[config.mk]
export PLATFORM = sky130hd
export DESIGN_NAME = decodeStage
export DESIGN_NICKNAME = d
export VERILOG_FILES = /design/src/source/decodePkg.sv /design/src/source/immGen.sv /design/src/source/controlDecode.sv /design/src/source/decodeRegister.sv /design/src/source/decodeStage.sv
export SDC_FILE = /design/constraint.sdc
export NUM_CORES = 1
export LEC_CHECK = 0
export BUFFER_PORTS_ARGS = -buffer_cell sky130_fd_sc_hd__buf_2
export CORE_MARGIN = 10
export CORE_UTILIZATION = 48
export CTS_BUF_LIST = sky130_fd_sc_hd__clkbuf_8
export CTS_CLUSTER_DIAMETER = 120
export DETAILED_ROUTE_END_ITERATION = 8
export HOLD_SLACK_MARGIN = 0.06
export PLACE_DENSITY = 0.84
export SLEW_MARGIN = 20
export SYNTH_ARGS = -nofsm -noshare
export SYNTH_HDL_FRONTEND = slang
export SYNTH_SLANG_ARGS = --single-unit
[constraint.sdc]
create_clock -name clk -period 3.1 [get_ports clk]
set_input_delay 0.93 -clock clk [delete_from_list [all_inputs] [get_ports clk]]
set_output_delay 0.93 -clock clk [all_outputs]
set_load 0.02 [all_outputs]
[src/source/decodePkg.sv]
package decodePkg;

    localparam int xLen = 32;
    localparam int regAddrWidth = 5;

    // funct3 codes shared by the ALU groups
    localparam logic [2:0] f3AddSub = 3'b000;
    localparam logic [2:0] f3Sll = 3'b001;
    localparam logic [2:0] f3Slt = 3'b010;
    localparam logic [2:0] f3Sltu = 3'b011;
    localparam logic [2:0] f3Xor = 3'b100;
    localparam logic [2:0] f3Sr = 3'b101;
    localparam logic [2:0] f3Or = 3'b110;
    localparam logic [2:0] f3And = 3'b111;

    localparam logic [6:0] f7Base = 7'b0000000;
    localparam logic [6:0] f7Alt = 7'b0100000;

    typedef enum logic [6:0] {
        rType = 7'b0110011,
        iType = 7'b0010011,
        load = 7'b0000011,
        store = 7'b0100011,
        branch = 7'b1100011,
        jal = 7'b1101111,
        jalr = 7'b1100111,
        lui = 7'b0110111,
        auipc = 7'b0010111
    } opcodeT;

    typedef enum logic [3:0] {
        aluAdd = 4'd0,
        aluSub = 4'd1,
        aluAnd = 4'd2,
        aluOr = 4'd3,
        aluXor = 4'd4,
        aluSll = 4'd5,
        aluSrl = 4'd6,
        aluSra = 4'd7,
        aluSlt = 4'd8,
        aluSltu = 4'd9,
        aluBeq = 4'd10,
        aluBne = 4'd11,
        aluBlt = 4'd12,
        aluBge = 4'd13,
        aluBltu = 4'd14,
        aluBgeu = 4'd15
    } aluOpT;

    typedef enum logic [1:0] {
        memDisable = 2'b00,
        memReadSext = 2'b01,
        memReadZext = 2'b10,
        memWrite = 2'b11
    } memOpT;

    // Code 2'b11 is left unused
    typedef enum logic [1:0] {
        sizeByte = 2'b00,
        sizeHalf = 2'b01,
        sizeWord = 2'b10
    } memSizeT;

    typedef enum logic {
        selRs1 = 1'b0,
        selPc = 1'b1
    } selAT;

    typedef enum logic [1:0] {
        selRs2 = 2'b00,
        selImm = 2'b01,
        selFour = 2'b10
    } selBT;

    typedef struct packed {
        aluOpT aluOp;
        selAT selA;
        selBT selB;
        logic aluToReg;
        memOpT memOp;
        memSizeT memSize;
        logic branch;
        logic jal;
        logic jalr;
    } ctrlT;

    typedef struct packed {
        logic [regAddrWidth-1:0] rs1;
        logic [regAddrWidth-1:0] rs2;
        logic [regAddrWidth-1:0] rd;
        logic [xLen-1:0] imm;
        ctrlT ctrl;
    } decodedT;

    localparam ctrlT ctrlIdle = '{
        aluOp: aluAdd,
        selA: selRs1,
        selB: selRs2,
        aluToReg: 1'b0,
        memOp: memDisable,
        memSize: sizeByte,
        branch: 1'b0,
        jal: 1'b0,
        jalr: 1'b0
    };

endpackage

[src/source/immGen.sv]
`timescale 1ns/1ps

module immGen (
    input  logic [decodePkg::xLen-1:0] instruction,
    output logic [decodePkg::xLen-1:0] imm
);
    import decodePkg::*;

    opcodeT opcode;
    logic [2:0] funct3;
    logic [6:0] funct7;
    logic [xLen-1:0] immI;
    logic [xLen-1:0] immS;
    logic [xLen-1:0] immB;
    logic [xLen-1:0] immU;
    logic [xLen-1:0] immJ;
    logic [xLen-1:0] immShamt;
    logic shiftOk;

    assign opcode = opcodeT'(instruction[6:0]);
    assign funct3 = instruction[14:12];
    assign funct7 = instruction[31:25];

    assign immI = {{20{instruction[31]}}, instruction[31:20]};
    assign immS = {{20{instruction[31]}}, instruction[31:25], instruction[11:7]};
    assign immB = {{19{instruction[31]}}, instruction[31], instruction[7],
                   instruction[30:25], instruction[11:8], 1'b0};
    assign immU = {instruction[31:12], 12'b0};
    assign immJ = {{11{instruction[31]}}, instruction[31], instruction[19:12],
                   instruction[20], instruction[30:21], 1'b0};
    assign immShamt = {{(xLen-5){1'b0}}, instruction[24:20]};

    // SRAI is the only shift allowed to set funct7 bit 5
    assign shiftOk = (funct7 == f7Base) || (funct3 == f3Sr && funct7 == f7Alt);

    always_comb begin
        imm = '0;
        case (opcode)
            iType: begin
                if (funct3 == f3Sll || funct3 == f3Sr) begin
                    imm = shiftOk ? immShamt : '0;
                end else begin
                    imm = immI;
                end
            end
            load: imm = (funct3 inside {3'b000, 3'b001, 3'b010, 3'b100, 3'b101}) ? immI : '0;
            store: imm = (funct3 <= 3'b010) ? immS : '0;
            branch: imm = (funct3 inside {3'b010, 3'b011}) ? '0 : immB;
            jal: imm = immJ;
            jalr: imm = (funct3 == 3'b000) ? immI : '0;
            lui, auipc: imm = immU;
            default: imm = '0;
        endcase
    end

endmodule

[src/source/controlDecode.sv]
`timescale 1ns/1ps

module controlDecode (
    input  logic [decodePkg::xLen-1:0] instruction,
    output decodePkg::ctrlT ctrl,
    output logic isLoad,
    output logic writesReg
);
    import decodePkg::*;

    opcodeT opcode;
    logic [2:0] funct3;
    logic [6:0] funct7;

    assign opcode = opcodeT'(instruction[6:0]);
    assign funct3 = instruction[14:12];
    assign funct7 = instruction[31:25];

    // Base ALU op for funct3, ignoring the funct7 variants
    function automatic aluOpT aluFromFunct3(input logic [2:0] f3);
        case (f3)
            f3AddSub: return aluAdd;
            f3Sll: return aluSll;
            f3Slt: return aluSlt;
            f3Sltu: return aluSltu;
            f3Xor: return aluXor;
            f3Sr: return aluSrl;
            f3Or: return aluOr;
            default: return aluAnd;
        endcase
    endfunction

    always_comb begin
        ctrl = ctrlIdle;
        case (opcode)
            rType: begin
                if (funct7 == f7Base) begin
                    ctrl.aluOp = aluFromFunct3(funct3);
                    ctrl.aluToReg = 1'b1;
                end else if (funct7 == f7Alt && (funct3 == f3AddSub || funct3 == f3Sr)) begin
                    ctrl.aluOp = (funct3 == f3AddSub) ? aluSub : aluSra;
                    ctrl.aluToReg = 1'b1;
                end
            end
            iType: begin
                if ((funct3 != f3Sll && funct3 != f3Sr) || funct7 == f7Base) begin
                    ctrl.aluOp = aluFromFunct3(funct3);
                    ctrl.selB = selImm;
                    ctrl.aluToReg = 1'b1;
                end else if (funct3 == f3Sr && funct7 == f7Alt) begin
                    ctrl.aluOp = aluSra;
                    ctrl.selB = selImm;
                    ctrl.aluToReg = 1'b1;
                end
            end
            load: begin
                if (funct3 inside {3'b000, 3'b001, 3'b010, 3'b100, 3'b101}) begin
                    // funct3[2] marks the unsigned loads
                    ctrl.selB = selImm;
                    ctrl.memOp = funct3[2] ? memReadZext : memReadSext;
                    ctrl.memSize = memSizeT'(funct3[1:0]);
                end
            end
            store: begin
                if (funct3 <= 3'b010) begin
                    ctrl.selB = selImm;
                    ctrl.memOp = memWrite;
                    ctrl.memSize = memSizeT'(funct3[1:0]);
                end
            end
            branch: begin
                if (!(funct3 inside {3'b010, 3'b011})) begin
                    ctrl.branch = 1'b1;
                    case (funct3)
                        3'b000: ctrl.aluOp = aluBeq;
                        3'b001: ctrl.aluOp = aluBne;
                        3'b100: ctrl.aluOp = aluBlt;
                        3'b101: ctrl.aluOp = aluBge;
                        3'b110: ctrl.aluOp = aluBltu;
                        default: ctrl.aluOp = aluBgeu;
                    endcase
                end
            end
            jal: begin
                ctrl.selA = selPc;
                ctrl.selB = selFour;
                ctrl.aluToReg = 1'b1;
                ctrl.jal = 1'b1;
            end
            jalr: begin
                if (funct3 == 3'b000) begin
                    ctrl.selA = selPc;
                    ctrl.selB = selFour;
                    ctrl.aluToReg = 1'b1;
                    ctrl.jalr = 1'b1;
                end
            end
            lui: begin
                ctrl.selB = selImm;
                ctrl.aluToReg = 1'b1;
            end
            auipc: begin
                ctrl.selA = selPc;
                ctrl.selB = selImm;
                ctrl.aluToReg = 1'b1;
            end
            default: ctrl = ctrlIdle;
        endcase
    end

    assign isLoad = (opcode == load);
    // Collision class goes by opcode alone
    assign writesReg = opcode inside {rType, iType, jal, jalr, lui, auipc};

endmodule

[src/source/decodeRegister.sv]
`timescale 1ns/1ps

module decodeRegister (
    input  logic clk,
    input  logic rstN,
    input  logic hold,
    input  logic [decodePkg::xLen-1:0] instruction,
    input  logic [decodePkg::xLen-1:0] imm,
    input  decodePkg::ctrlT ctrl,
    input  logic isLoad,
    input  logic writesReg,
    output decodePkg::decodedT decoded,
    output logic regWriteCollision
);
    import decodePkg::*;

    logic prevLoad;
    logic [regAddrWidth-1:0] rs1Field;

    // LUI reads x0 so the ALU adds zero to the immediate
    assign rs1Field = (opcodeT'(instruction[6:0]) == lui) ? '0 : instruction[19:15];

    always_ff @(posedge clk) begin
        if (!rstN) begin
            decoded <= '{rs1: '0, rs2: '0, rd: '0, imm: '0, ctrl: ctrlIdle};
            prevLoad <= 1'b0;
            regWriteCollision <= 1'b0;
        end else begin
            // Load tracking ignores hold
            prevLoad <= isLoad;
            regWriteCollision <= prevLoad && writesReg;
            if (!hold) begin
                decoded <= '{
                    rs1: rs1Field,
                    rs2: instruction[24:20],
                    rd: instruction[11:7],
                    imm: imm,
                    ctrl: ctrl
                };
            end
        end
    end

    memSizeLegal: assert property (@(posedge clk) disable iff (!rstN)
        decoded.ctrl.memOp != memDisable |-> decoded.ctrl.memSize != memSizeT'(2'b11));

    holdKeepsDecoded: assert property (@(posedge clk)
        rstN && hold |=> $stable(decoded));

endmodule

[src/source/decodeStage.sv]
`timescale 1ns/1ps

module decodeStage (
    input  logic clk,
    input  logic rstN,
    input  logic [decodePkg::xLen-1:0] instruction,
    input  logic hold,
    output decodePkg::decodedT decoded,
    output logic regWriteCollision
);
    import decodePkg::*;

    logic [xLen-1:0] imm;
    ctrlT ctrl;
    logic isLoad;
    logic writesReg;

    immGen uImmGen (
        .instruction(instruction),
        .imm(imm)
    );

    controlDecode uControlDecode (
        .instruction(instruction),
        .ctrl(ctrl),
        .isLoad(isLoad),
        .writesReg(writesReg)
    );

    decodeRegister uDecodeRegister (
        .clk(clk),
        .rstN(rstN),
        .hold(hold),
        .instruction(instruction),
        .imm(imm),
        .ctrl(ctrl),
        .isLoad(isLoad),
        .writesReg(writesReg),
        .decoded(decoded),
        .regWriteCollision(regWriteCollision)
    );

endmodule

==> impl_metrics.env, run 1 <==
export IMPL_outcome="finished clean"
export IMPL_cts_tree="yes"
export IMPL_cp_data_required_time_ns=3.40
export IMPL_synth_edf_count=0
export IMPL_power_density_mw_per_mm2=464.5
export IMPL_final_common_cell="buf_2"
export IMPL_dieArea_mm2=0.01093
export IMPL_ys_ff_latch=64
export IMPL_antenna_found_initial=0
export IMPL_min_path_cells=2
export IMPL_routed_wl_mm=11.25
export IMPL_maxSlewViolCount=0
export IMPL_fin_crit_ns=2.565
export IMPL_area_growth_pct=24.35
export IMPL_seq_area_frac_synth_pct=37.33
export IMPL_synth_compound_area_share_pct=28.95
export IMPL_nNetsFinal=541
export IMPL_holdBufCountCts=0
export IMPL_place_congestion=0.9303
export IMPL_final_cell_mix="buf_2 (97), dfxtp_1 (64), a21oi_1 (46)"
export IMPL_tightestPinTransition_ns=0.8339
export IMPL_num_io_pins=98
export IMPL_cp_arrival_ns=2.87
export IMPL_fill_cells=607
export IMPL_vias_per_cell=5.973
export IMPL_die_width_um=104.6
export IMPL_maxSlewHeadroom_pct=44.03
export IMPL_setup_viol=0
export IMPL_power_w=0.001982
export IMPL_hold_viol=0
export IMPL_pwr_share_clk_pct=46.3
export IMPL_holdPathEnd="uDecodeRegister.decoded[26]$_SDFFE_PN0N_"
export IMPL_path_depth=6
export IMPL_post_cts_resized=0
export IMPL_syn_area_mm2=0.003432
export IMPL_initialDrtViolationCount=339
export IMPL_yosysWarnings=0
export IMPL_drc_errors=0
export IMPL_initial_core_util_pct=49.96
export IMPL_switching_share_pct=26.63
export IMPL_cellLeakagePower_nw=1.994
export IMPL_drive_gt1_share_pct=29.59
export IMPL_grt_pass1_vias=3651
export IMPL_setup_worst_path_class="in -> reg"
export IMPL_seqPwrFrac_pct=42.5
export IMPL_cts_max_level=3
export IMPL_syn_avg_cell_area_um2=8.371
export IMPL_hold_class="reg -> reg"
export IMPL_path_buf_inv=1
export IMPL_wl_per_cell_um=18.65
export IMPL_synthSimpleGateAreaFrac_pct=23.08
export IMPL_combinationalPowerShare_pct=11.2
export IMPL_path_delay_family="compound AO/OA/AOI/OAI gates"
export IMPL_postSynthCellCount=410
export IMPL_grt_max_degree=65
export IMPL_synth_xor_area_share_pct=0.2552
export IMPL_cp_end_kind="register"
export IMPL_max_stage_delay_ns=0.61
export IMPL_numCtsBuffers=9
export IMPL_grt_util_all_layers_pct=20.33
export IMPL_power_internal_w=0.001454
export IMPL_crit_chain="buf_2 -> nor2b_1 -> o211ai_1 -> a211o_1 -> a211oi_1 -> a221o_1"
export IMPL_startpoint_type="input port"
export IMPL_synth_fa_ha_area_share_pct=1.458
export IMPL_vias=3602
export IMPL_peakVddDrop_v=0.0002714
export IMPL_grt_overflow_total=0
export IMPL_synth_top_flop_cell="dfxtp_1"
export IMPL_clock_sinks=64
export IMPL_cts_root_buf="clkbuf_8"
export IMPL_synth_top_family_by_area="compound AO/OA/AOI/OAI gates"
export IMPL_crit_fanout=16
export IMPL_path_clk_slew_ns=0.08
export IMPL_yosysUniqueCellTypes=66
export IMPL_dpl_hpwl_mm=8.149
export IMPL_clockBufferDepth=2
export IMPL_syn_nets=449
export IMPL_max_freq_ghz=0.3898
export IMPL_fin_crit_sh_pct=82.75
export IMPL_rsz0062_at_grt="false"
export IMPL_async_flop_share_pct=0
export IMPL_synthMuxAreaShare_pct=3.536
export IMPL_worstRegToRegCells=3
export IMPL_final_antenna_net_count=0
export IMPL_port_buffer_count=97
export IMPL_worstHoldStart="uDecodeRegister.decoded[26]$_SDFFE_PN0N_"
export IMPL_skew_ns=0.003859
export IMPL_postCtsSetupRepairBufs=0
export IMPL_rows=30
export IMPL_core_mm2=0.006869
export IMPL_die_h_um=104.6
export IMPL_grt_first_pass_wirelength_mm=18.51
export IMPL_max_cap_viol_count=0
export IMPL_diodes=0
export IMPL_crit_path_top_delay_cell="a211oi_1"
export IMPL_power_switching_w=0.0005279
export IMPL_drtPass1Iterations=5
export IMPL_rrSetupSlack_ns=2.21
export IMPL_fin_tns_setup_ns=0
export IMPL_r2r_end="uDecodeRegister.decoded[29]$_SDFFE_PN0N_"
export IMPL_reg2reg_from="uDecodeRegister.decoded[29]$_SDFFE_PN0N_"
export IMPL_clock_latency_ns=0.35
-- worst max-delay path by stage --
stage	from	to	slack [ns]
6_report	instruction[5]	uDecodeRegister.decoded[18]$_SDFFE_PN0N_	0.53
5_1_grt	instruction[5]	uDecodeRegister.decoded[18]$_SDFFE_PN0N_	0.43
4_1_cts	instruction[5]	uDecodeRegister.decoded[18]$_SDFFE_PN0N_	0.59
3_5_place_dp	instruction[5]	uDecodeRegister.decoded[19]$_SDFFE_PN0N_	0.23
3_3_place_gp	instruction[5]	uDecodeRegister.decoded[16]$_SDFFE_PN0N_	0.31
2_1_floorplan	instruction[14]	uDecodeRegister.decoded[16]$_SDFFE_PN0N_	0.33
-- area by class of cell --
class / count / area (µm²) / share of cell area (%)
clock buffers: 9 / 123.9 / 2.902
repair buffers: 114 / 613.1 / 14.37
multi-input cells: 304 / 1971 / 46.17
flip-flops and latches: 64 / 1281 / 30.02
well taps: 96 / 120.1 / 2.814
inverters: 9 / 33.78 / 0.7916
clock inverters: 7 / 125.1 / 2.932
-- cells in the mapped netlist, drive strengths merged, types with 3 or more instances --
cell type / instances / area share, %
a211oi: 8 / 2.2
a21oi: 47 / 7.0
a221o: 4 / 1.2
a22o: 7 / 1.8
a22oi: 10 / 2.2
and2: 15 / 2.7
and3: 5 / 0.91
buf: 14 / 2.3
clkbuf: 19 / 2.1
dfxtp: 64 / 37
ha: 4 / 1.5
inv: 8 / 0.87
mux2i: 11 / 3.2
nand2: 34 / 3.7
nand2b: 4 / 0.73
nand3: 21 / 3.2
nand3b: 3 / 1.0
nor2: 25 / 3.0
nor2b: 8 / 1.5
nor3: 8 / 1.2
nor4: 4 / 1.2
nor4b: 3 / 0.77
o211a: 8 / 2.3
o211ai: 3 / 0.66
o21a: 3 / 0.66
o21ai: 30 / 4.4
or3: 3 / 0.55
-- worst min-delay path, cell delays in order (launching register included) --
cell and delay (ns):
dfxtp_1 0.33, nand2_1 0.05, nand3_1 0.05
-- per-stage QoR --
step	hold WS [ns]	area (µm²)	std cells	setup WS (ns)	util [%]
floorplan	0.4136	3432	410	0.3290	-
global placement	0.4394	4019	587	0.3085	58.51
detailed placement	0.4427	4019	587	0.2316	58.51
CTS	0.4530	4268	603	0.5923	62.13
global route	0.4653	4268	603	0.4286	62.13
finish	0.4531	4268	603	0.5349	62.13
-- metal layers --
layer | part of all wire [%] | global-route usage (%) | routed length [µm]
met1 | 42 | 24.18 | 4730
met2 | 47 | 33.21 | 5300
met3 | 8.5 | 6.572 | 953
met4 | 2.3 | 7.952 | 263
met5 | 0 | 0 | 0
-- power groups by stage --
stage               clock, W  combinational (W)  sequential, W
finish              0.000919           0.000222       0.000842
detailed placement         0           0.000220       0.000861
global placement           0           0.000215       0.000860
global route        0.000964           0.000241       0.000843
CTS                 0.000923           0.000220       0.000842
floorplan                  0           0.000117       0.000878
-- kinds of logic (layout without fill, tap and decap cells) --
kind of cell,Yosys count,count (layout)
buf+inv,42,139
compound gates,143,143
mux,12,12
xor+xnor,1,1
simple gates,144,144
flops,64,64
fa+ha+maj,4,4
-- sequential cells by signal (all words and copies together) (netlist names) --
| name | cells |
|---|---|
| uDecodeRegister.decoded | 62 |
| uDecodeRegister.prevLoad | 1 |
| uDecodeRegister.regWriteCollision | 1 |
Power figures use the tool's default switching activity.
==> run 2: changes to the inputs <==
==> constraint.sdc (replaced) <==
create_clock -name clk -period 2.55 [get_ports clk]
set_input_delay 0.765 -clock clk [delete_from_list [all_inputs] [get_ports clk]]
set_output_delay 0.765 -clock clk [all_outputs]
set_load 0.02 [all_outputs]
==> run 2 against run 1 <==
Effect of this change:
- total power rose by 18%
- design area rose by 1.7%
- via count rose by 0.25%
- combinational power rose by 28%
- sequential power rose by 21%
- first-iteration DRC count fell by 34%
- critical path depth rose by 2
- hold slack got worse by 0.0041 ns
- clock skew fell by 0.0020 ns
- sequential share of layout area fell by 0.50 points
- final cell count rose by 1.3%
==> impl_metrics.env, run 2 (synthesis gave the netlist of run 1 again) <==
export IMPL_r2r_end="uDecodeRegister.decoded[37]$_SDFFE_PN0N_"
export IMPL_min_path_cells=1
export IMPL_outcome="finished clean"
export IMPL_startpoint_type="input port"
export IMPL_power_internal_w=0.001728
export IMPL_drc_errors=0
export IMPL_grt_max_degree=39
export IMPL_hold_class="reg -> reg"
export IMPL_worstRegToRegCells=3
export IMPL_top_register="uDecodeRegister.decoded"
export IMPL_die_width_um=104.6
export IMPL_place_congestion=0.9059
export IMPL_post_cts_resized=0
export IMPL_grt_first_pass_wirelength_mm=17.82
export IMPL_fin_crit_ns=2.326
export IMPL_grt_util_all_layers_pct=19.33
export IMPL_cts_root_buf="clkbuf_8"
export IMPL_place_area_mm2=0.004104
export IMPL_initialDrtViolationCount=225
export IMPL_largest_reg_flops=62
export IMPL_grt_pass1_vias=3542
export IMPL_rows=30
export IMPL_power_w=0.002336
export IMPL_drtPass1Iterations=5
export IMPL_setup_viol=0
export IMPL_rsz0062_at_grt="false"
export IMPL_setup_worst_path_class="in -> reg"
export IMPL_drive_gt1_share_pct=30.68
export IMPL_seqPwrFrac_pct=43.8
export IMPL_clock_sinks=64
export IMPL_tightestPinTransition_ns=0.8921
export IMPL_cp_end_kind="register"
export IMPL_nNetsFinal=549
export IMPL_cp_data_required_time_ns=2.73
export IMPL_antenna_found_initial=0
export IMPL_num_io_pins=98
export IMPL_design_area_mm2=0.004340
export IMPL_switching_share_pct=26.03
export IMPL_final_cell_mix="buf_2 (97), dfxtp_1 (64), a21oi_1 (46)"
export IMPL_area_growth_pct=26.47
export IMPL_clock_latency_ns=0.34
export IMPL_rrSetupSlack_ns=1.63
export IMPL_reg2reg_from="uDecodeRegister.decoded[37]$_SDFFE_PN0N_"
export IMPL_cts_max_level=3
export IMPL_crit_fanout=11
export IMPL_holdBufCountCts=0
export IMPL_cellLeakagePower_nw=2.036
export IMPL_maxSlewViolCount=0
export IMPL_max_freq_ghz=0.4299
export IMPL_cts_tree="yes"
export IMPL_final_common_cell="buf_2"
export IMPL_wl_per_cell_um=18.30
export IMPL_worstHoldStart="uDecodeRegister.prevLoad$_SDFF_PN0_"
export IMPL_peakVddDrop_v=0.0003660
export IMPL_core_mm2=0.006869
export IMPL_holdPathEnd="uDecodeRegister.regWriteCollision$_SDFF_PN0_"
export IMPL_cp_arrival_ns=2.51
export IMPL_postCtsSetupRepairBufs=0
export IMPL_grt_overflow_total=0
export IMPL_fin_crit_sh_pct=91.21
export IMPL_pwr_share_clk_pct=44.0
export IMPL_vias_per_cell=5.910
export IMPL_dieArea_mm2=0.01093
export IMPL_combinationalPowerShare_pct=12.1
export IMPL_holdWs_ns=0.4491
export IMPL_max_cap_viol_count=0
export IMPL_die_h_um=104.6
export IMPL_diodes=0
export IMPL_numCtsBuffers=9
export IMPL_power_switching_w=0.0006080
export IMPL_skew_ns=0.001884
export IMPL_initial_core_util_pct=49.96
export IMPL_maxSlewHeadroom_pct=40.13
export IMPL_path_clk_slew_ns=0.07
export IMPL_reg_top3="uDecodeRegister.decoded: 62 flops, uDecodeRegister.prevLoad: 1 flops, uDecodeRegister.regWriteCollision: 1 flops"
export IMPL_clockBufferDepth=2
export IMPL_dpl_hpwl_mm=8.156
export IMPL_port_buffer_count=97
export IMPL_final_antenna_net_count=0
export IMPL_routed_wl_mm=11.18
export IMPL_vias=3611
export IMPL_hold_viol=0
export IMPL_power_density_mw_per_mm2=538.2
## run 2: per-layer routing
layer  vias to the layer above  track usage, %  wire [µm]
met3                        20           5.528        924
met1                      1711           23.19       4736
li1                       1707               -          -
met2                       173           31.24       5229
met5                         -               0          0
met4                         0           8.946        293
## run 2: final cells by class
class,count,area (µm²)
timing repair buffer,122,698.2
sequential,64,1281
clock inverter,5,85.08
tap,96,120.1
multi-input combinational,304,1971
fill,592,2529
clock buffer,11,151.4
inverter,9,33.78
## run 2: worst max-delay path, stage by stage
cell	delay, ns
buf_2	0.12
inv_1	0.10
ha_1	0.21
nor2b_1	0.14
nor3_1	0.19
a211oi_2	0.13
o21ai_1	0.71
a21oi_1	0.15
## run 2: worst max-delay path by stage
stage                         start                                  endpoint  depth (start not counted)
global route        instruction[14]  uDecodeRegister.decoded[41]$_SDFFE_PN0N_                          8
floorplan           instruction[14]  uDecodeRegister.decoded[16]$_SDFFE_PN0N_                          8
finish              instruction[14]  uDecodeRegister.decoded[35]$_SDFFE_PN0N_                          8
global placement    instruction[14]  uDecodeRegister.decoded[36]$_SDFFE_PN0N_                          8
detailed placement  instruction[14]  uDecodeRegister.decoded[44]$_SDFFE_PN0N_                          8
CTS                 instruction[14]  uDecodeRegister.decoded[35]$_SDFFE_PN0N_                          8
## run 2: per-stage QoR
| step | instances | TNS, ns | setup slack (ns) | util, % |
|---|---|---|---|---|
| after floorplan | 410 | 0 | 0.06404 | - |
| after global placement | 595 | -0.1799 | -0.02207 | 59.75 |
| after detailed placement | 595 | -0.9181 | -0.1016 | 59.75 |
| after CTS | 611 | 0 | 0.2590 | 63.19 |
| after global routing | 611 | 0 | 0.08530 | 63.19 |
| final | 611 | 0 | 0.2241 | 63.19 |
## run 2: power groups by stage
stage | Sequential, W | Clock [W] | Combinational, W
2_1_floorplan | 0.00107 | 0 | 0.000142
3_3_place_gp | 0.00105 | 0 | 0.000275
3_5_place_dp | 0.00105 | 0 | 0.000279
4_1_cts | 0.00102 | 0.00104 | 0.000281
5_1_grt | 0.00102 | 0.00109 | 0.000305
6_report | 0.00102 | 0.00103 | 0.000284
